<file path="src/verilog/fpu_queue_pkg.sv">
// ========================================
// FPU instruction queue shared types
// ========================================
`default_nettype none

package fpu_queue_pkg;

    // ========================================
    // Field types
    // ========================================

    // Escape opcode [7:5], ModR/M reg [4:2], ModR/M mod [1:0]
    typedef logic [7:0] instr_code_t;

    // ST(i) offset from TOP, or a physical register number
    typedef logic [2:0] stack_index_t;

    // Memory operand width code
    typedef logic [1:0] operand_size_t;

    // Extended precision operand
    typedef logic [79:0] fpu_data_t;

    // Queue occupancy, enough for the default depth
    typedef logic [1:0] queue_count_t;

    // Operand size encodings
    localparam operand_size_t OPSZ_16 = 2'd0;
    localparam operand_size_t OPSZ_32 = 2'd1;
    localparam operand_size_t OPSZ_64 = 2'd2;
    localparam operand_size_t OPSZ_80 = 2'd3;

    // ========================================
    // Configuration
    // ========================================
    localparam int DEFAULT_QUEUE_DEPTH = 3;

    // Execute cycles before the size term is added
    localparam int BASE_LATENCY = 2;

    // Sequencer FSM
    typedef enum logic {
        SEQ_IDLE,
        SEQ_EXEC
    } seq_state_t;

endpackage

`default_nettype wire

</file>
<file path="src/verilog/fpu_instr_decoder.sv">
// ========================================
// Escape instruction decoder
// ========================================
`timescale 1ns/1ps
`default_nettype none

module fpu_instr_decoder (
    input  logic                        clk,
    input  logic                        reset,
    input  logic                        cmd_strobe,
    input  logic [2:0]                  cmd_esc,
    input  logic [7:0]                  cmd_modrm,
    input  fpu_queue_pkg::fpu_data_t    cmd_data,
    output logic                        enqueue,
    output fpu_queue_pkg::instr_code_t  instruction_out,
    output fpu_queue_pkg::stack_index_t stack_index_out,
    output logic                        has_memory_op_out,
    output fpu_queue_pkg::operand_size_t operand_size_out,
    output logic                        is_integer_out,
    output logic                        is_bcd_out,
    output fpu_queue_pkg::fpu_data_t    data_out
);

    // ModR/M fields
    logic [1:0] modrm_mod;
    logic [2:0] modrm_reg;
    logic [2:0] modrm_rm;

    // Decoded fields before the output register
    logic                          dec_memory;
    fpu_queue_pkg::operand_size_t  dec_size;
    logic                          dec_integer;
    logic                          dec_bcd;

    assign modrm_mod = cmd_modrm[7:6];
    assign modrm_reg = cmd_modrm[5:3];
    assign modrm_rm  = cmd_modrm[2:0];

    // mod == 3 selects a register operand
    assign dec_memory = (modrm_mod != 2'd3);

    always_comb begin
        // Register forms work on the 80-bit stack format
        dec_size    = fpu_queue_pkg::OPSZ_80;
        dec_integer = 1'b0;
        dec_bcd     = 1'b0;
        if (dec_memory) begin
            // Escape pairs share an operand type
            case (cmd_esc[2:1])
                2'd0: dec_size = fpu_queue_pkg::OPSZ_32;
                2'd1: begin
                    dec_size    = fpu_queue_pkg::OPSZ_32;
                    dec_integer = 1'b1;
                end
                2'd2: dec_size = fpu_queue_pkg::OPSZ_64;
                default: begin
                    dec_size    = fpu_queue_pkg::OPSZ_16;
                    dec_integer = 1'b1;
                end
            endcase
            // FBLD / FBSTP, packed BCD in ten bytes
            if (cmd_esc == 3'd7 && (modrm_reg == 3'd4 || modrm_reg == 3'd6)) begin
                dec_size    = fpu_queue_pkg::OPSZ_80;
                dec_integer = 1'b0;
                dec_bcd     = 1'b1;
            end
        end
    end

    // ========================================
    // Output register
    // ========================================
    always_ff @(posedge clk) begin
        if (reset) begin
            enqueue <= 1'b0;
        end else begin
            enqueue <= cmd_strobe;
        end
    end

    // Payload follows the strobe, no reset needed
    always_ff @(posedge clk) begin
        if (cmd_strobe) begin
            instruction_out   <= {cmd_esc, modrm_reg, modrm_mod};
            stack_index_out   <= dec_memory ? 3'd0 : modrm_rm;
            has_memory_op_out <= dec_memory;
            operand_size_out  <= dec_size;
            is_integer_out    <= dec_integer;
            is_bcd_out        <= dec_bcd;
            data_out          <= cmd_data;
        end
    end

endmodule

`default_nettype wire

</file>
<file path="src/verilog/fpu_instruction_queue.sv">
// ========================================
// FPU instruction FIFO
// ========================================
`timescale 1ns/1ps
`default_nettype none

module fpu_instruction_queue #(
    parameter int QUEUE_DEPTH = 3
) (
    input  logic                          clk,
    input  logic                          reset,
    input  logic                          enqueue,
    input  fpu_queue_pkg::instr_code_t    instruction_in,
    input  fpu_queue_pkg::stack_index_t   stack_index_in,
    input  logic                          has_memory_op_in,
    input  fpu_queue_pkg::operand_size_t  operand_size_in,
    input  logic                          is_integer_in,
    input  logic                          is_bcd_in,
    input  fpu_queue_pkg::fpu_data_t      data_in,
    input  logic                          dequeue,
    input  logic                          flush_queue,
    output fpu_queue_pkg::instr_code_t    instruction_out,
    output fpu_queue_pkg::stack_index_t   stack_index_out,
    output logic                          has_memory_op_out,
    output fpu_queue_pkg::operand_size_t  operand_size_out,
    output logic                          is_integer_out,
    output logic                          is_bcd_out,
    output fpu_queue_pkg::fpu_data_t      data_out,
    output logic                          queue_full,
    output logic                          queue_empty,
    output fpu_queue_pkg::queue_count_t   queue_count,
    output logic                          overflow
);

    // Entry layout is instr, index, mem, size, int, bcd, data
    localparam int ENTRY_W = 8 + 3 + 1 + 2 + 1 + 1 + 80;
    localparam int PTR_W   = (QUEUE_DEPTH > 1) ? $clog2(QUEUE_DEPTH) : 1;

    logic [ENTRY_W-1:0] storage [QUEUE_DEPTH];
    logic [ENTRY_W-1:0] entry_in;
    logic [ENTRY_W-1:0] head_entry;

    logic [PTR_W-1:0] wr_ptr;
    logic [PTR_W-1:0] rd_ptr;

    logic push;
    logic pop;

    // Handshake qualified by status
    assign push = enqueue && !queue_full;
    assign pop  = dequeue && !queue_empty;

    assign queue_full  = (queue_count == fpu_queue_pkg::queue_count_t'(QUEUE_DEPTH));
    assign queue_empty = (queue_count == '0);

    assign entry_in = {instruction_in, stack_index_in, has_memory_op_in,
                       operand_size_in, is_integer_in, is_bcd_in, data_in};

    // Head is zeroed while nothing is stored
    assign head_entry = queue_empty ? '0 : storage[rd_ptr];

    assign {instruction_out, stack_index_out, has_memory_op_out,
            operand_size_out, is_integer_out, is_bcd_out, data_out} = head_entry;

    // ========================================
    // Pointers and count
    // ========================================
    always_ff @(posedge clk) begin
        if (reset || flush_queue) begin
            wr_ptr      <= '0;
            rd_ptr      <= '0;
            queue_count <= '0;
        end else begin
            if (push) begin
                // Wrap at depth, not at the pointer width
                wr_ptr <= (wr_ptr == PTR_W'(QUEUE_DEPTH - 1)) ? '0 : wr_ptr + 1'b1;
            end
            if (pop) begin
                rd_ptr <= (rd_ptr == PTR_W'(QUEUE_DEPTH - 1)) ? '0 : rd_ptr + 1'b1;
            end
            // Simultaneous push and pop leaves the count alone
            if (push && !pop) begin
                queue_count <= queue_count + 1'b1;
            end else if (pop && !push) begin
                queue_count <= queue_count - 1'b1;
            end
        end
    end

    // Dropped entry flagged one cycle later
    always_ff @(posedge clk) begin
        if (reset) begin
            overflow <= 1'b0;
        end else begin
            overflow <= enqueue && queue_full && !flush_queue;
        end
    end

    // ========================================
    // Storage write
    // ========================================
    always_ff @(posedge clk) begin
        if (push && !flush_queue) begin
            storage[wr_ptr] <= entry_in;
        end
    end

endmodule

`default_nettype wire

</file>
<file path="src/verilog/fpu_exec_sequencer.sv">
// ========================================
// FPU execution sequencer
// ========================================
`timescale 1ns/1ps
`default_nettype none

module fpu_exec_sequencer (
    input  logic                          clk,
    input  logic                          reset,
    input  logic                          flush_queue,
    input  logic                          queue_empty,
    input  fpu_queue_pkg::instr_code_t    head_instruction,
    input  fpu_queue_pkg::stack_index_t   head_stack_index,
    input  logic                          head_has_memory_op,
    input  fpu_queue_pkg::operand_size_t  head_operand_size,
    input  fpu_queue_pkg::fpu_data_t      head_data,
    output logic                          dequeue,
    output logic                          done,
    output fpu_queue_pkg::instr_code_t    done_instruction,
    output fpu_queue_pkg::stack_index_t   done_phys_reg,
    output fpu_queue_pkg::fpu_data_t      done_data,
    output fpu_queue_pkg::stack_index_t   stack_top
);

    fpu_queue_pkg::seq_state_t state;

    // Remaining execute cycles, done registered on the last one
    logic [2:0] lat_count;
    logic [2:0] lat_start;

    // Entry in execution
    fpu_queue_pkg::instr_code_t  cur_instr;
    fpu_queue_pkg::stack_index_t cur_index;
    logic                        cur_memory;
    fpu_queue_pkg::fpu_data_t    cur_data;

    logic [2:0] cur_esc;
    logic [2:0] cur_reg;
    logic       is_load;
    logic       is_store_pop;
    logic       finish;

    // Pop only from idle with something at the head
    assign dequeue = (state == fpu_queue_pkg::SEQ_IDLE) && !queue_empty && !flush_queue;

    // One less than the total since done is registered
    assign lat_start = 3'(fpu_queue_pkg::BASE_LATENCY) + 3'(head_operand_size) - 3'd1;

    assign finish = (state == fpu_queue_pkg::SEQ_EXEC) && (lat_count == 3'd1) && !flush_queue;

    // Stack effect from the instruction code
    assign cur_esc      = cur_instr[7:5];
    assign cur_reg      = cur_instr[4:2];
    assign is_load      = (cur_memory && cur_reg == 3'd0) ||
                          (cur_esc == 3'd7 && (cur_reg == 3'd4 || cur_reg == 3'd5));
    assign is_store_pop = (cur_memory && cur_reg == 3'd3) ||
                          (cur_esc == 3'd7 && (cur_reg == 3'd6 || cur_reg == 3'd7));

    // ========================================
    // FSM, latency counter and TOP
    // ========================================
    always_ff @(posedge clk) begin
        if (reset) begin
            state     <= fpu_queue_pkg::SEQ_IDLE;
            lat_count <= '0;
            done      <= 1'b0;
            stack_top <= '0;
        end else begin
            done <= 1'b0;
            if (flush_queue) begin
                // Abort, TOP keeps its value
                state <= fpu_queue_pkg::SEQ_IDLE;
            end else begin
                case (state)
                    fpu_queue_pkg::SEQ_IDLE: begin
                        if (dequeue) begin
                            state     <= fpu_queue_pkg::SEQ_EXEC;
                            lat_count <= lat_start;
                        end
                    end
                    default: begin
                        if (finish) begin
                            state <= fpu_queue_pkg::SEQ_IDLE;
                            done  <= 1'b1;
                            // Push moves TOP down, pop moves it up
                            if (is_load) begin
                                stack_top <= stack_top - 3'd1;
                            end else if (is_store_pop) begin
                                stack_top <= stack_top + 3'd1;
                            end
                        end else begin
                            lat_count <= lat_count - 3'd1;
                        end
                    end
                endcase
            end
        end
    end

    // Capture head on pop, report on completion
    always_ff @(posedge clk) begin
        if (dequeue) begin
            cur_instr  <= head_instruction;
            cur_index  <= head_stack_index;
            cur_memory <= head_has_memory_op;
            cur_data   <= head_data;
        end
        if (finish) begin
            done_instruction <= cur_instr;
            // TOP before this instruction's own effect, wraps mod 8
            done_phys_reg    <= stack_top + cur_index;
            done_data        <= cur_data;
        end
    end

endmodule

`default_nettype wire

</file>
<file path="src/verilog/fpu_queue_top.sv">
// ========================================
// FPU instruction queue path
// ========================================
`timescale 1ns/1ps
`default_nettype none

module fpu_queue_top #(
    parameter int QUEUE_DEPTH = fpu_queue_pkg::DEFAULT_QUEUE_DEPTH
) (
    input  logic                          clk,
    input  logic                          reset,
    input  logic                          cmd_strobe,
    input  logic [2:0]                    cmd_esc,
    input  logic [7:0]                    cmd_modrm,
    input  fpu_queue_pkg::fpu_data_t      cmd_data,
    input  logic                          flush_queue,
    output logic                          done,
    output fpu_queue_pkg::instr_code_t    done_instruction,
    output fpu_queue_pkg::stack_index_t   done_phys_reg,
    output fpu_queue_pkg::fpu_data_t      done_data,
    output fpu_queue_pkg::stack_index_t   stack_top,
    output fpu_queue_pkg::queue_count_t   queue_count,
    output logic                          queue_full,
    output logic                          queue_empty,
    output logic                          overflow
);

    // Decoder to queue
    logic                          enqueue;
    fpu_queue_pkg::instr_code_t    dec_instruction;
    fpu_queue_pkg::stack_index_t   dec_stack_index;
    logic                          dec_has_memory_op;
    fpu_queue_pkg::operand_size_t  dec_operand_size;
    logic                          dec_is_integer;
    logic                          dec_is_bcd;
    fpu_queue_pkg::fpu_data_t      dec_data;

    // Queue head to sequencer
    logic                          dequeue;
    fpu_queue_pkg::instr_code_t    head_instruction;
    fpu_queue_pkg::stack_index_t   head_stack_index;
    logic                          head_has_memory_op;
    fpu_queue_pkg::operand_size_t  head_operand_size;
    fpu_queue_pkg::fpu_data_t      head_data;

    fpu_instr_decoder u_decoder (
        .clk               (clk),
        .reset             (reset),
        .cmd_strobe        (cmd_strobe),
        .cmd_esc           (cmd_esc),
        .cmd_modrm         (cmd_modrm),
        .cmd_data          (cmd_data),
        .enqueue           (enqueue),
        .instruction_out   (dec_instruction),
        .stack_index_out   (dec_stack_index),
        .has_memory_op_out (dec_has_memory_op),
        .operand_size_out  (dec_operand_size),
        .is_integer_out    (dec_is_integer),
        .is_bcd_out        (dec_is_bcd),
        .data_out          (dec_data)
    );

    // Integer and BCD flags are held for the arithmetic datapath, not the sequencer
    fpu_instruction_queue #(
        .QUEUE_DEPTH (QUEUE_DEPTH)
    ) u_queue (
        .clk               (clk),
        .reset             (reset),
        .enqueue           (enqueue),
        .instruction_in    (dec_instruction),
        .stack_index_in    (dec_stack_index),
        .has_memory_op_in  (dec_has_memory_op),
        .operand_size_in   (dec_operand_size),
        .is_integer_in     (dec_is_integer),
        .is_bcd_in         (dec_is_bcd),
        .data_in           (dec_data),
        .dequeue           (dequeue),
        .flush_queue       (flush_queue),
        .instruction_out   (head_instruction),
        .stack_index_out   (head_stack_index),
        .has_memory_op_out (head_has_memory_op),
        .operand_size_out  (head_operand_size),
        .is_integer_out    (),
        .is_bcd_out        (),
        .data_out          (head_data),
        .queue_full        (queue_full),
        .queue_empty       (queue_empty),
        .queue_count       (queue_count),
        .overflow          (overflow)
    );

    fpu_exec_sequencer u_sequencer (
        .clk                (clk),
        .reset              (reset),
        .flush_queue        (flush_queue),
        .queue_empty        (queue_empty),
        .head_instruction   (head_instruction),
        .head_stack_index   (head_stack_index),
        .head_has_memory_op (head_has_memory_op),
        .head_operand_size  (head_operand_size),
        .head_data          (head_data),
        .dequeue            (dequeue),
        .done               (done),
        .done_instruction   (done_instruction),
        .done_phys_reg      (done_phys_reg),
        .done_data          (done_data),
        .stack_top          (stack_top)
    );

endmodule

`default_nettype wire

</file>
<file path="config.mk">
export PLATFORM = sky130hd
export DESIGN_NAME = fpu_queue_top
export DESIGN_NICKNAME = d
export VERILOG_FILES = /design/src/verilog/fpu_queue_pkg.sv /design/src/verilog/fpu_instr_decoder.sv /design/src/verilog/fpu_instruction_queue.sv /design/src/verilog/fpu_exec_sequencer.sv /design/src/verilog/fpu_queue_top.sv
export SDC_FILE = /design/constraint.sdc
export NUM_CORES = 1
export LEC_CHECK = 0
export BUFFER_PORTS_ARGS = -buffer_cell sky130_fd_sc_hd__buf_2
export CORE_ASPECT_RATIO = 1.2
export CORE_UTILIZATION = 45
export CTS_CLUSTER_DIAMETER = 80
export DETAILED_ROUTE_END_ITERATION = 10
export PLACE_DENSITY = 0.67
export SETUP_SLACK_MARGIN = 0.02
export SLEW_MARGIN = 10
export SYNTH_ARGS = -nofsm -noshare
export SYNTH_HDL_FRONTEND = slang
export SYNTH_HIERARCHICAL = 1
export SYNTH_SLANG_ARGS = --single-unit
</file>
<file path="constraint.sdc">
create_clock -name clk -period 10.51 [get_ports clk]
set_input_delay 0.5255 -clock clk [delete_from_list [all_inputs] [get_ports clk]]
set_output_delay 0.5255 -clock clk [all_outputs]
set_load 0.02 [all_outputs]
</file>
Word-level counts from Yosys, hierarchy flattened
Memories as Yosys holds them, arrays and structs flattened. A register that Yosys moved wholly into a read port is not among the register bits. Index checks and enable logic that the tools add are counted.

Eq/ne operators: 17. Reduce and logical (&&, ||, !) cells: 40. $add $sub $neg: 10. Mux-type cells: 21. Bitwise logic cells: 3.

Operator list (count): 84-bit two-way mux (1); 3-bit equality test, second input constant (8); 1-bit logical AND (16); 3-bit two-way mux (5); 2-bit two-way mux (6); 3-bit by 1-bit subtractor with 3-bit output, second input constant (3); 2-bit equality test, second input constant (4); 1-bit two-way mux (8); 2-bit OR reduction (4); 2-bit by 1-bit adder with 2-bit output, second input constant (3); 1-bit logical OR (6); 2-bit nonzero test (3); 1-bit zero test (5); 2-bit zero test (2); 2-bit != test, second input constant (2); 2-bit case mux with 2 select lines (1); 4-bit AND reduction (1); 2-bit by 2-bit adder with 3-bit output, first input constant (1); 3-bit by 1-bit adder with 3-bit output, second input constant (1); 3-bit adder (1); 3-bit by 1-bit equality test with 1-bit output, second input constant (1); 3-bit by 2-bit equality test with 1-bit output, second input constant (1); 3-bit zero test (1); 1-bit NOT (3); 4 further kinds (4).

Bits in writable memories: 288. Output and inout port bits: 100. Memories kept: 1. Logic and storage cells: 115. Flip-flop bits (word level): 295. Bits of input ports: 95.

Memories: u_queue.storage (words 3, bits a word 96, rd ports 1, clocked after Yosys merged registers in 1, wr ports 1, RTL line fpu_instruction_queue.sv:39) `logic [ENTRY_W-1:0] storage [QUEUE_DEPTH];`.

Logic depth before layout (Yosys ltp)
Gate-level depths: netlist (run 1).

Depth in word-level cells: 8. Depth in mapped cells: 11. Gate-level depth less buffers: 8.

Hierarchy
The synthesis (run 1) kept the hierarchy.

Modules (own cells, without submodules): fpu_instruction_queue (seq. area each 8828.5 µm², area each 11825.1 µm², times used 1, cells each 649); fpu_exec_sequencer (seq. area each 5655.4 µm², area each 6075.8 µm², times used 1, cells each 250); fpu_instr_decoder (seq. area each 2902.8 µm², area each 2994.1 µm², times used 1, cells each 110).

Worst setup path after synthesis (run 1)
OpenSTA, ideal clock, no wires.

Kind: reg-to-reg. Start: register u_queue.queue_count[0]. End: memory u_queue/storage[2][0] in the netlist's numbering, enable pin. Setup time: 0.820 ns. Required time: 9.690 ns. Stages on the path, launching flop included: 4. Clock period less this slack: 11.401 ns. Buffers on the path: 1. Data arrival time: 10.581 ns. Path slack: -0.891 ns. Path through: dfxtp_1 buf_6 a21bo_2 nor4b_1.

Cells in the longest elaborated chain, start to end: 6.

Ends and longest elaborated chain: start: declaration (RTL line fpu_instruction_queue.sv:31) `output fpu_queue_pkg::queue_count_t queue_count,`; start signal: assignment (RTL line fpu_instruction_queue.sv:83) `queue_count <= queue_count + 1'b1;`; start signal: assignment (RTL line fpu_instruction_queue.sv:85) `queue_count <= queue_count - 1'b1;`; 2-bit equality test (RTL line fpu_instruction_queue.sv:53) `assign queue_full = (queue_count == fpu_queue_pkg::queue_count_t'(QUEUE_DEPTH));`; 1-bit zero test (RTL line fpu_instruction_queue.sv:50) `assign push = enqueue && !queue_full;`; 1-bit logical AND (RTL line fpu_instruction_queue.sv:50); 1-bit logical AND (RTL line fpu_instruction_queue.sv:103) `if (push && !flush_queue) begin`; 1-bit two-way mux (RTL line fpu_instruction_queue.sv:103); 1-bit two-way mux (implied by the code) (RTL line fpu_instruction_queue.sv:104) `storage[wr_ptr] <= entry_in;`; end: declaration (RTL line fpu_instruction_queue.sv:39).

No other way between the ends.

Final worst setup path (run 1)
Start: register u_queue.queue_count[1]. End: register u_sequencer.lat_count[0].

Cells in the longest elaborated chain, start to end: 6. Elaborated cells between the ends (all ways): 11. Those cells by class: add/sub (2); mux (3); reduce/logical (6).

Ends and longest elaborated chain: 2-bit zero test * (RTL line fpu_instruction_queue.sv:54) `assign queue_empty = (queue_count == '0);`; 84-bit two-way mux / 1-bit zero test (equally long branches) (RTL line fpu_instruction_queue.sv:60, fpu_exec_sequencer.sv:44); 2-bit by 2-bit adder with 3-bit output / 1-bit logical AND (equally long branches) (RTL line fpu_exec_sequencer.sv:47, fpu_exec_sequencer.sv:44); 3-bit by 1-bit subtractor with 3-bit output / 1-bit logical AND (equally long branches) (RTL line fpu_exec_sequencer.sv:47, fpu_exec_sequencer.sv:44); 3-bit two-way mux / 2-bit nonzero test (equally long branches); 3-bit two-way mux / 3-bit AND reduction (equally long branches); end signal: assignment (RTL line fpu_exec_sequencer.sv:78) `lat_count <= lat_start;`; end signal: assignment (RTL line fpu_exec_sequencer.sv:92) `lat_count <= lat_count - 3'd1;`; end: declaration (RTL line fpu_exec_sequencer.sv:28) `logic [2:0] lat_count;`.

Mark *: on every way between the ends. The rest lies on a longest branch, timed or not. The select of a mux whose other input is x is not followed. A chain may end at the register's enable or synchronous reset.

==> results.toml, run 1 <==
[global_routing]
grt_use_total = 0.1598
antenna_found_initial = 1
grt_remaining_overflow = 0
grt_max_degree = 74
grt_pass1_wl_mm = 55.69
grt_pass1_vias = 9391

[logic_synthesis]
syn_avg_cell_area_um2 = 20.74
synth_cells = 992
netlist_area_mm2 = 0.02057
yosysWarningCount = 6
synth_nets = 1094

[place]
detailed_place_hpwl_mm = 20.41
placed_cells = 1772
port_buffers = 194
gp_congestion = 0.6979

[timing]
setup_tns_ns = 0
max_slew_margin = 0.2902
fin_skew_ns = 0.01314
slew_violations = 0
rsz0062_at_grt = "false"
min_period_ns = 2.782
fin_crit_sh = 0.2647
final-setup-viol-count = 0
hold_viol_final = 0
fmax_mhz = 359.5
worst_pin_slew_ns = 1.065

[setup_path]
critPathRequiredTime_ns = 10.98
worstReg2RegEnd = "u_sequencer/lat_count[0]"
regToRegStartpoint = "u_queue/queue_count[1]"
crit_start = "u_queue/queue_count[1]"
path_class = "reg2reg"
crit_fanout = 73
rr_worst_depth = 5
cp-start-kind = "flop"
rrSetupSlack_ns = 7.73
end_kind = "flop"
arrival_ns = 3.25

[run]
cap_viol_max_count = 0

[clocking]
postCtsSetupRepairBufs = 0
cts.sinks = 577
clockBufferDepth = 3
htree_levels = 2
cts_root_buf = "clkbuf_16"
cts_resized = 0
cts_tree = "yes"
clk_latency_ns = 0.57
clk_pin_slew_ns = 0.06
numCtsBuffers = 55
hold_buffers = 0

[final_layout]
regMostFlops = "u_queue/storage"
drive_gt1_frac = 0.3054
nNetsFinal = 1322
area_growth_pct = 16.01
layoutNonFillerInstCount = 1874
largest_register_ffs = 282

[outcome]
status = "completed"

[min_path]
hold_start = "cmd_data[23]"
hold_class = "in2reg"
hold_path_depth = 1
hold-path-endpoint = "u_decoder/data_out[23]"

[drt]
wl_per_cell_um = 19.62
num_vias = 9223
drc = 0
drt-initial-drc-count = 578
ant_nets = 0
vias_per_cell = 4.922
totalWireLength_mm = 36.77
firstDrtPassIters = 5

[die]
start_util = 0.4573
die_area_mm2 = 0.04658
pin_count = 195
die_x_um = 197.2
design.core.area_mm2 = 0.04499
rows = 85
die_h_um = 236.2

[power_and_ir_drop]
ir_worst_vdd_uv = 145.4
power_density_mw_per_mm2 = 191.4
power_leakage_nw = 7.985
## critical path, cell delays in order (launching register included)
cell	delay (ns)
dfxtp_1	0.41
nor2_4	0.62
buf_4	0.87
nor2b_1	0.34
nor3_2	0.11
a221oi_1	0.28
## layout by cell type, fill, tap and decap left out, types with 3 or more instances in the layout
master	instances
clkinv_2	9
dfxtp_1	16
mux2_4	38
ha_1	5
clkbuf_1	19
edfxtp_1	559
o21ai_0	6
inv_1	9
nor2b_1	5
bufinv_16	3
xor2_1	4
clkinv_1	12
buf_4	14
nand2_1	5
mux2_2	56
and3_1	4
buf_2	193
mux2i_1	96
a21oi_1	9
nand3b_1	3
nor2_1	103
or3_1	4
clkbuf_16	57
## per-stage QoR
| step | hold WS [ns] | util | setup WS (ns) | total power (W) | area (um^2) |
|---|---|---|---|---|---|
| floorplan | 0.4003 | - | -0.6798 | 0.002712 | 20570 |
| global placement | 0.4021 | 0.4931 | 7.747 | 0.002762 | 22180 |
| detailed placement | 0.4045 | 0.4931 | 7.670 | 0.002770 | 22180 |
| CTS | 0.09572 | 0.5305 | 7.624 | 0.004627 | 23870 |
| global route | 0.09900 | 0.5305 | 7.417 | 0.004729 | 23870 |
| finish | 0.1254 | 0.5306 | 7.728 | 0.004569 | 23870 |
## report_power, final
part	switching, W	internal (W)	total (W)
logic	0.0000603	0.0000372	0.0000975
clock network	0.000786	0.00106	0.00185
registers	0.0000304	0.00259	0.00262
## final cells by class
type / instances / area (um^2)
Antenna cell: 1 / 2.502
Clock buffer: 76 / 1498
Clock inverter: 25 / 187.7
Fill cell: 3496 / 21120
Inverter: 10 / 40.04
Multi-Input combinational cell: 369 / 3154
Sequential cell: 577 / 17150
Tap cell: 609 / 762.0
Timing Repair Buffer: 207 / 1071
## worst max path at each step
stage	cells past startpoint	to	slack [ns]
after floorplan	3	u_queue/storage[2][0]	-0.68
after global placement	5	u_sequencer/lat_count[0]	7.75
after detailed placement	5	u_sequencer/lat_count[0]	7.67
after CTS	5	u_sequencer/lat_count[0]	7.62
after global routing	5	u_sequencer/lat_count[0]	7.42
final	5	u_sequencer/lat_count[0]	7.73
## per-layer routing
layer | track usage | wire [um] | up-vias
met3 | 0.02702 | 1669 | 56
met2 | 0.2674 | 18450 | 228
met1 | 0.2122 | 15770 | 4657
li1 | - | - | 4282
met4 | 0.05238 | 887 | 0
met5 | 0 | 0 | -
Note: power is estimated with default switching activity, not from simulation.
==> run 2: changes to the inputs <==
==> constraint.sdc (replaced) <==
create_clock -name clk -period 2.45 [get_ports clk]
set_input_delay 0.1225 -clock clk [delete_from_list [all_inputs] [get_ports clk]]
set_output_delay 0.1225 -clock clk [all_outputs]
set_load 0.02 [all_outputs]
==> run 2 against run 1 <==
Combinational power rose to 5.7 times the previous value. Sequential power rose to 4.3 times the previous value. Critical path depth rose by 1. Via count rose by 3.8%. Clock skew rose by 0.0070 ns. Critical path type unchanged. Cell area rose by 5.5%. Count of clock-buffer cells in the layout fell by 7.
==> results.toml, run 2 (synthesis results as in run 1) <==
[die]
design.core.area_mm2 = 0.04499
die_h_um = 236.2
start_util = 0.4573
die_area_mm2 = 0.04658
pin_count = 195
die_x_um = 197.2
rows = 85

[setup_path]
path_class = "reg2reg"
end_kind = "flop"
critPathSlowestCell = "edfxtp_1"
crit_fanout = 4
slowest_delay_ns = 0.44
crit_chain = "or3b_1, a21oi_1, fa_1, o221ai_1, a211oi_2, mux2_1"
cp-start-kind = "flop"
critPathRequiredTime_ns = 2.90
arrival_ns = 2.52

[clocking]
hold_buffers = 93
clk_pin_slew_ns = 0.06
numCtsBuffers = 54
cts_tree = "yes"
clk_latency_ns = 0.58
clockBufferDepth = 3
postCtsSetupRepairBufs = 0
htree_levels = 2
cts_resized = 0
cts.sinks = 577
cts_root_buf = "clkbuf_16"

[drt]
drt-initial-drc-count = 500
num_vias = 9578
vias_per_cell = 4.859
drc = 0
totalWireLength_mm = 37.15
ant_nets = 0
wl_per_cell_um = 18.85
firstDrtPassIters = 5

[final_layout]
final_common_cell = "edfxtp_1"
utilization = 0.5600
final_cell_mix = "edfxtp_1 (559), buf_2 (193), nor2_1 (103), mux2i_1 (96), dlygate4sd3_1 (93)"
multi_input_area_mm2 = 0.003203
drive_gt1_frac = 0.2996
regArea_mm2 = 0.01716
nNetsFinal = 1420
area_growth_pct = 22.45
regMostFlops = "u_queue/storage"
layoutNonFillerInstCount = 1971
largest_register_ffs = 282
n_antenna_cell = 0
num-fill-cells = 3395

[place]
placed_cells = 1778
detailed_place_hpwl_mm = 20.17
port_buffers = 194
gp_congestion = 0.7074

[global_routing]
grt_pass1_wl_mm = 56.57
grt_max_degree = 97
antenna_found_initial = 0
grt_use_total = 0.1609
grt_remaining_overflow = 0
grt_pass1_vias = 10015

[timing]
fin_crit_sh = 0.8416
slew_violations = 0
fmax_mhz = 485.0
hold_slack_ns = 0.02614
fin_skew_ns = 0.02017
hold_viol_final = 0
rsz0062_at_grt = "false"
final-setup-viol-count = 0
max_slew_margin = 0.5899
worst_pin_slew_ns = 0.6151
min_period_ns = 2.062

[outcome]
status = "completed"

[power_and_ir_drop]
power_density_mw_per_mm2 = 802.1
power_leakage_nw = 8.506
ir_worst_vdd_uv = 608.6

[min_path]
hold_class = "in2reg"

[run]
cap_viol_max_count = 0
run 2: cell types whose count changed in the layout (fill, tap and decap cells not counted), sizes merged:
cell         change
buf              +6
bufinv           +3
clkbuf           -7
clkinvlp         +2
diode            -1
dlygate4sd3     +93
inv              +1
run 2: worst paths after layout:
path                            start                       end  slack (ns)  cells past startpoint
max          u_sequencer/cur_instr[2]  u_sequencer/stack_top[2]        0.39                      6
min                        cmd_strobe    u_decoder/data_out[70]        0.03                      1
max reg2reg  u_sequencer/cur_instr[2]  u_sequencer/stack_top[2]        0.39                      6
min reg2reg   u_sequencer/cur_data[5]  u_sequencer/done_data[5]        0.41                      0
run 2: worst max-delay path: cells and delay by family, from the launching register on:
family	cells	cell delay [ns]
compound gates	3	0.56
fa+ha+maj	1	0.21
flops	1	0.44
mux	1	0.33
simple gates	1	0.40
run 2: stage by stage:
stage | TNS (ns) | total power, W | instance area [um^2] | setup WS, ns
final | 0 | 0.02021 | 25190 | 0.3882
after global routing | 0 | 0.02087 | 25190 | 0.2953
after CTS | 0 | 0.02043 | 25190 | 0.3747
after detailed placement | 0 | 0.01189 | 22440 | 0.3891
after global placement | 0 | 0.01186 | 22440 | 0.4643
after floorplan | -600.89 | 0.01162 | 20670 | -2.212
run 2: layer usage:
metal / wire length, um / track usage
met1: 16160 / 0.2084
met2: 18940 / 0.2789
met5: 0 / 0
met4: 828 / 0.04816
met3: 1227 / 0.02445
run 2: power by group:
group / total, W / leakage, nW / switching (W) / internal [W]
registers: 0.0112 / 5.29 / 0.000122 / 0.0111
clock network: 0.00842 / 0.887 / 0.00350 / 0.00492
logic: 0.000557 / 2.32 / 0.000286 / 0.000272
total: 0.0202 / 8.51 / 0.00391 / 0.0163
run 2: layout make-up:
| class | instances | share of cell area |
|---|---|---|
| clock buffer | 69 | 0.05875 |
| timing repair buffer | 306 | 0.08771 |
| sequential | 577 | 0.6811 |
| inverter | 10 | 0.001639 |
| multi-input combinational | 369 | 0.1271 |
| clock inverter | 31 | 0.01341 |
| tap | 609 | 0.03025 |
==> run 3: changes to the inputs <==
==> constraint.sdc (replaced) <==
create_clock -name clk -period 1.66 [get_ports clk]
set_input_delay 0.083 -clock clk [delete_from_list [all_inputs] [get_ports clk]]
set_output_delay 0.083 -clock clk [all_outputs]
set_load 0.02 [all_outputs]
==> run 3 against run 2 <==
The run now ends with setup timing left. Utilization increased by 3.6 points. Via count increased by 4.2%. First-iteration DRC count decreased by 9.0%. Combinational power increased by 85%. Clock power increased by 39%. Count of clock-buffer cells in the layout increased by 5. Critical path depth increased by 1. Fmax increased by 3.8%. Cell area increased by 6.4%. Non-clock buffer count increased by 98. Setup slack got worse by 0.72 ns. Global-route usage increased by 0.80 points. Largest cell class unchanged. Largest power group unchanged.
==> results.toml, run 3 (synthesis results as in run 1) <==
[run]
cap_viol_max_count = 0

[clocking]
cts.sinks = 577
clk_latency_ns = 0.58
clk_pin_slew_ns = 0.07
numCtsBuffers = 54
clockBufferDepth = 3
cts_root_buf = "clkbuf_16"
cts_tree = "yes"
htree_levels = 2

[timing]
slew_violations = 0
worst_pin_slew_ns = 0.4346
fin_ws_ns = -0.3272
min_period_ns = 1.987
fin_skew_ns = 0.009319
fin_crit_sh = 1.197
rsz0062_at_grt = "true"
max_slew_margin = 0.7103
final-setup-viol-count = 182
hold_slack_ns = 0.2051
hold_viol_final = 0
fmax_mhz = 503.2

[outcome]
violations = "setup timing"
status = "complete, but fails checks"

[drt]
drt-initial-drc-count = 455
totalWireLength_mm = 41.38
firstDrtPassIters = 7
drc = 0
vias_per_cell = 4.820
ant_nets = 0
wl_per_cell_um = 19.99
num_vias = 9978

[final_layout]
largest_register_ffs = 282
multi_input_area_mm2 = 0.003306
regArea_mm2 = 0.01716
final_common_cell = "edfxtp_1"
final_cell_mix = "edfxtp_1 (559), buf_2 (192), nor2_1 (100), mux2i_1 (95), dlygate4sd3_1 (94)"
regMostFlops = "u_queue/storage"
layoutNonFillerInstCount = 2070
utilization = 0.5960
nNetsFinal = 1518
drive_gt1_frac = 0.3534
num-fill-cells = 3250
area_growth_pct = 30.31

[die]
die_h_um = 236.2
die_x_um = 197.2
start_util = 0.4573
rows = 85
die_area_mm2 = 0.04658
pin_count = 195
design.core.area_mm2 = 0.04499

[power_and_ir_drop]
power_leakage_nw = 9.212
power_w = 0.02925
ir_worst_vdd_uv = 814.9
power_density_mw_per_mm2 = 1091

[setup_path]
critPathRequiredTime_ns = 2.12
end_kind = "flop"
crit_fanout = 2
arrival_ns = 2.45
rrSetupSlack_ns = -0.33
cp-start-kind = "flop"
path_class = "reg2reg"

[global_routing]
grt_max_degree = 58
grt_remaining_overflow = 0
grt_pass1_wl_mm = 58.89
antenna_found_initial = 1
grt_use_total = 0.1689
grt_pass1_vias = 10308

[place]
gp_congestion = 0.7579
placed_cells = 1815
detailed_place_hpwl_mm = 22.39
port_buffers = 194

[min_path]
hold_class = "in2reg"
## run 3: worst max-delay path, cell delays in order, from the launching register on
cell and delay [ns]:
edfxtp_1 0.38, buf_4 0.15, nand4_1 0.11, a21oi_2 0.09, fa_2 0.35, a211o_1 0.25
a211oi_2 0.21, mux2_1 0.34
## run 3: timing repair
item | in CTS | in global routing
resized for setup | 59 | 35
pin swaps | 6 | 9
cloned | 12 | 17
hold buffers | 94 | 0
hold endpoints to repair | 115 | 0
setup endpoints to repair | 186 | 293
buffers inserted | 28 | 12
## run 3: worst paths after layout
check                              endpoint  cells past startpoint                      from
setup / recovery   u_sequencer/stack_top[2]                      7  u_sequencer/cur_instr[4]
hold / removal       u_decoder/data_out[58]                      2              cmd_data[58]
setup reg to reg   u_sequencer/stack_top[2]                      7  u_sequencer/cur_instr[4]
hold reg to reg   u_sequencer/done_data[34]                      0  u_sequencer/cur_data[34]
## run 3: area by class of cell
cell class	count	share of cell area
multi-input combinational	369	0.1233
clock buffer	74	0.05558
antenna	1	0.00009334
inverter	10	0.001540
clock inverter	26	0.007280
timing repair buffer	404	0.1436
sequential	577	0.6402
tap	609	0.02842
## run 3: power by group
part | internal [W] | leakage (nW) | total [W] | switching, W
combinational | 0.000541 | 3.10 | 0.00103 | 0.000488
clock | 0.00660 | 0.813 | 0.0117 | 0.00506
sequential | 0.0164 | 5.30 | 0.0166 | 0.000174
total | 0.0235 | 9.21 | 0.0293 | 0.00572
## run 3: stage by stage
stage                     area (um^2)  setup slack [ns]  setup TNS, ns
after floorplan                 20690            -3.002        -966.01
after global placement          22910           -0.3053         -1.424
after detailed placement        22910           -0.3474         -3.033
after CTS                       26380           -0.3224         -4.887
after global routing            26810           -0.4240         -19.19
final                           26810           -0.3272         -10.98
## run 3: layer usage
layer / wire length (um) / global-route usage
met1: 16800 / 0.2030
met4: 1129 / 0.05990
met2: 21980 / 0.3045
met5: 0 / 0
met3: 1466 / 0.02702
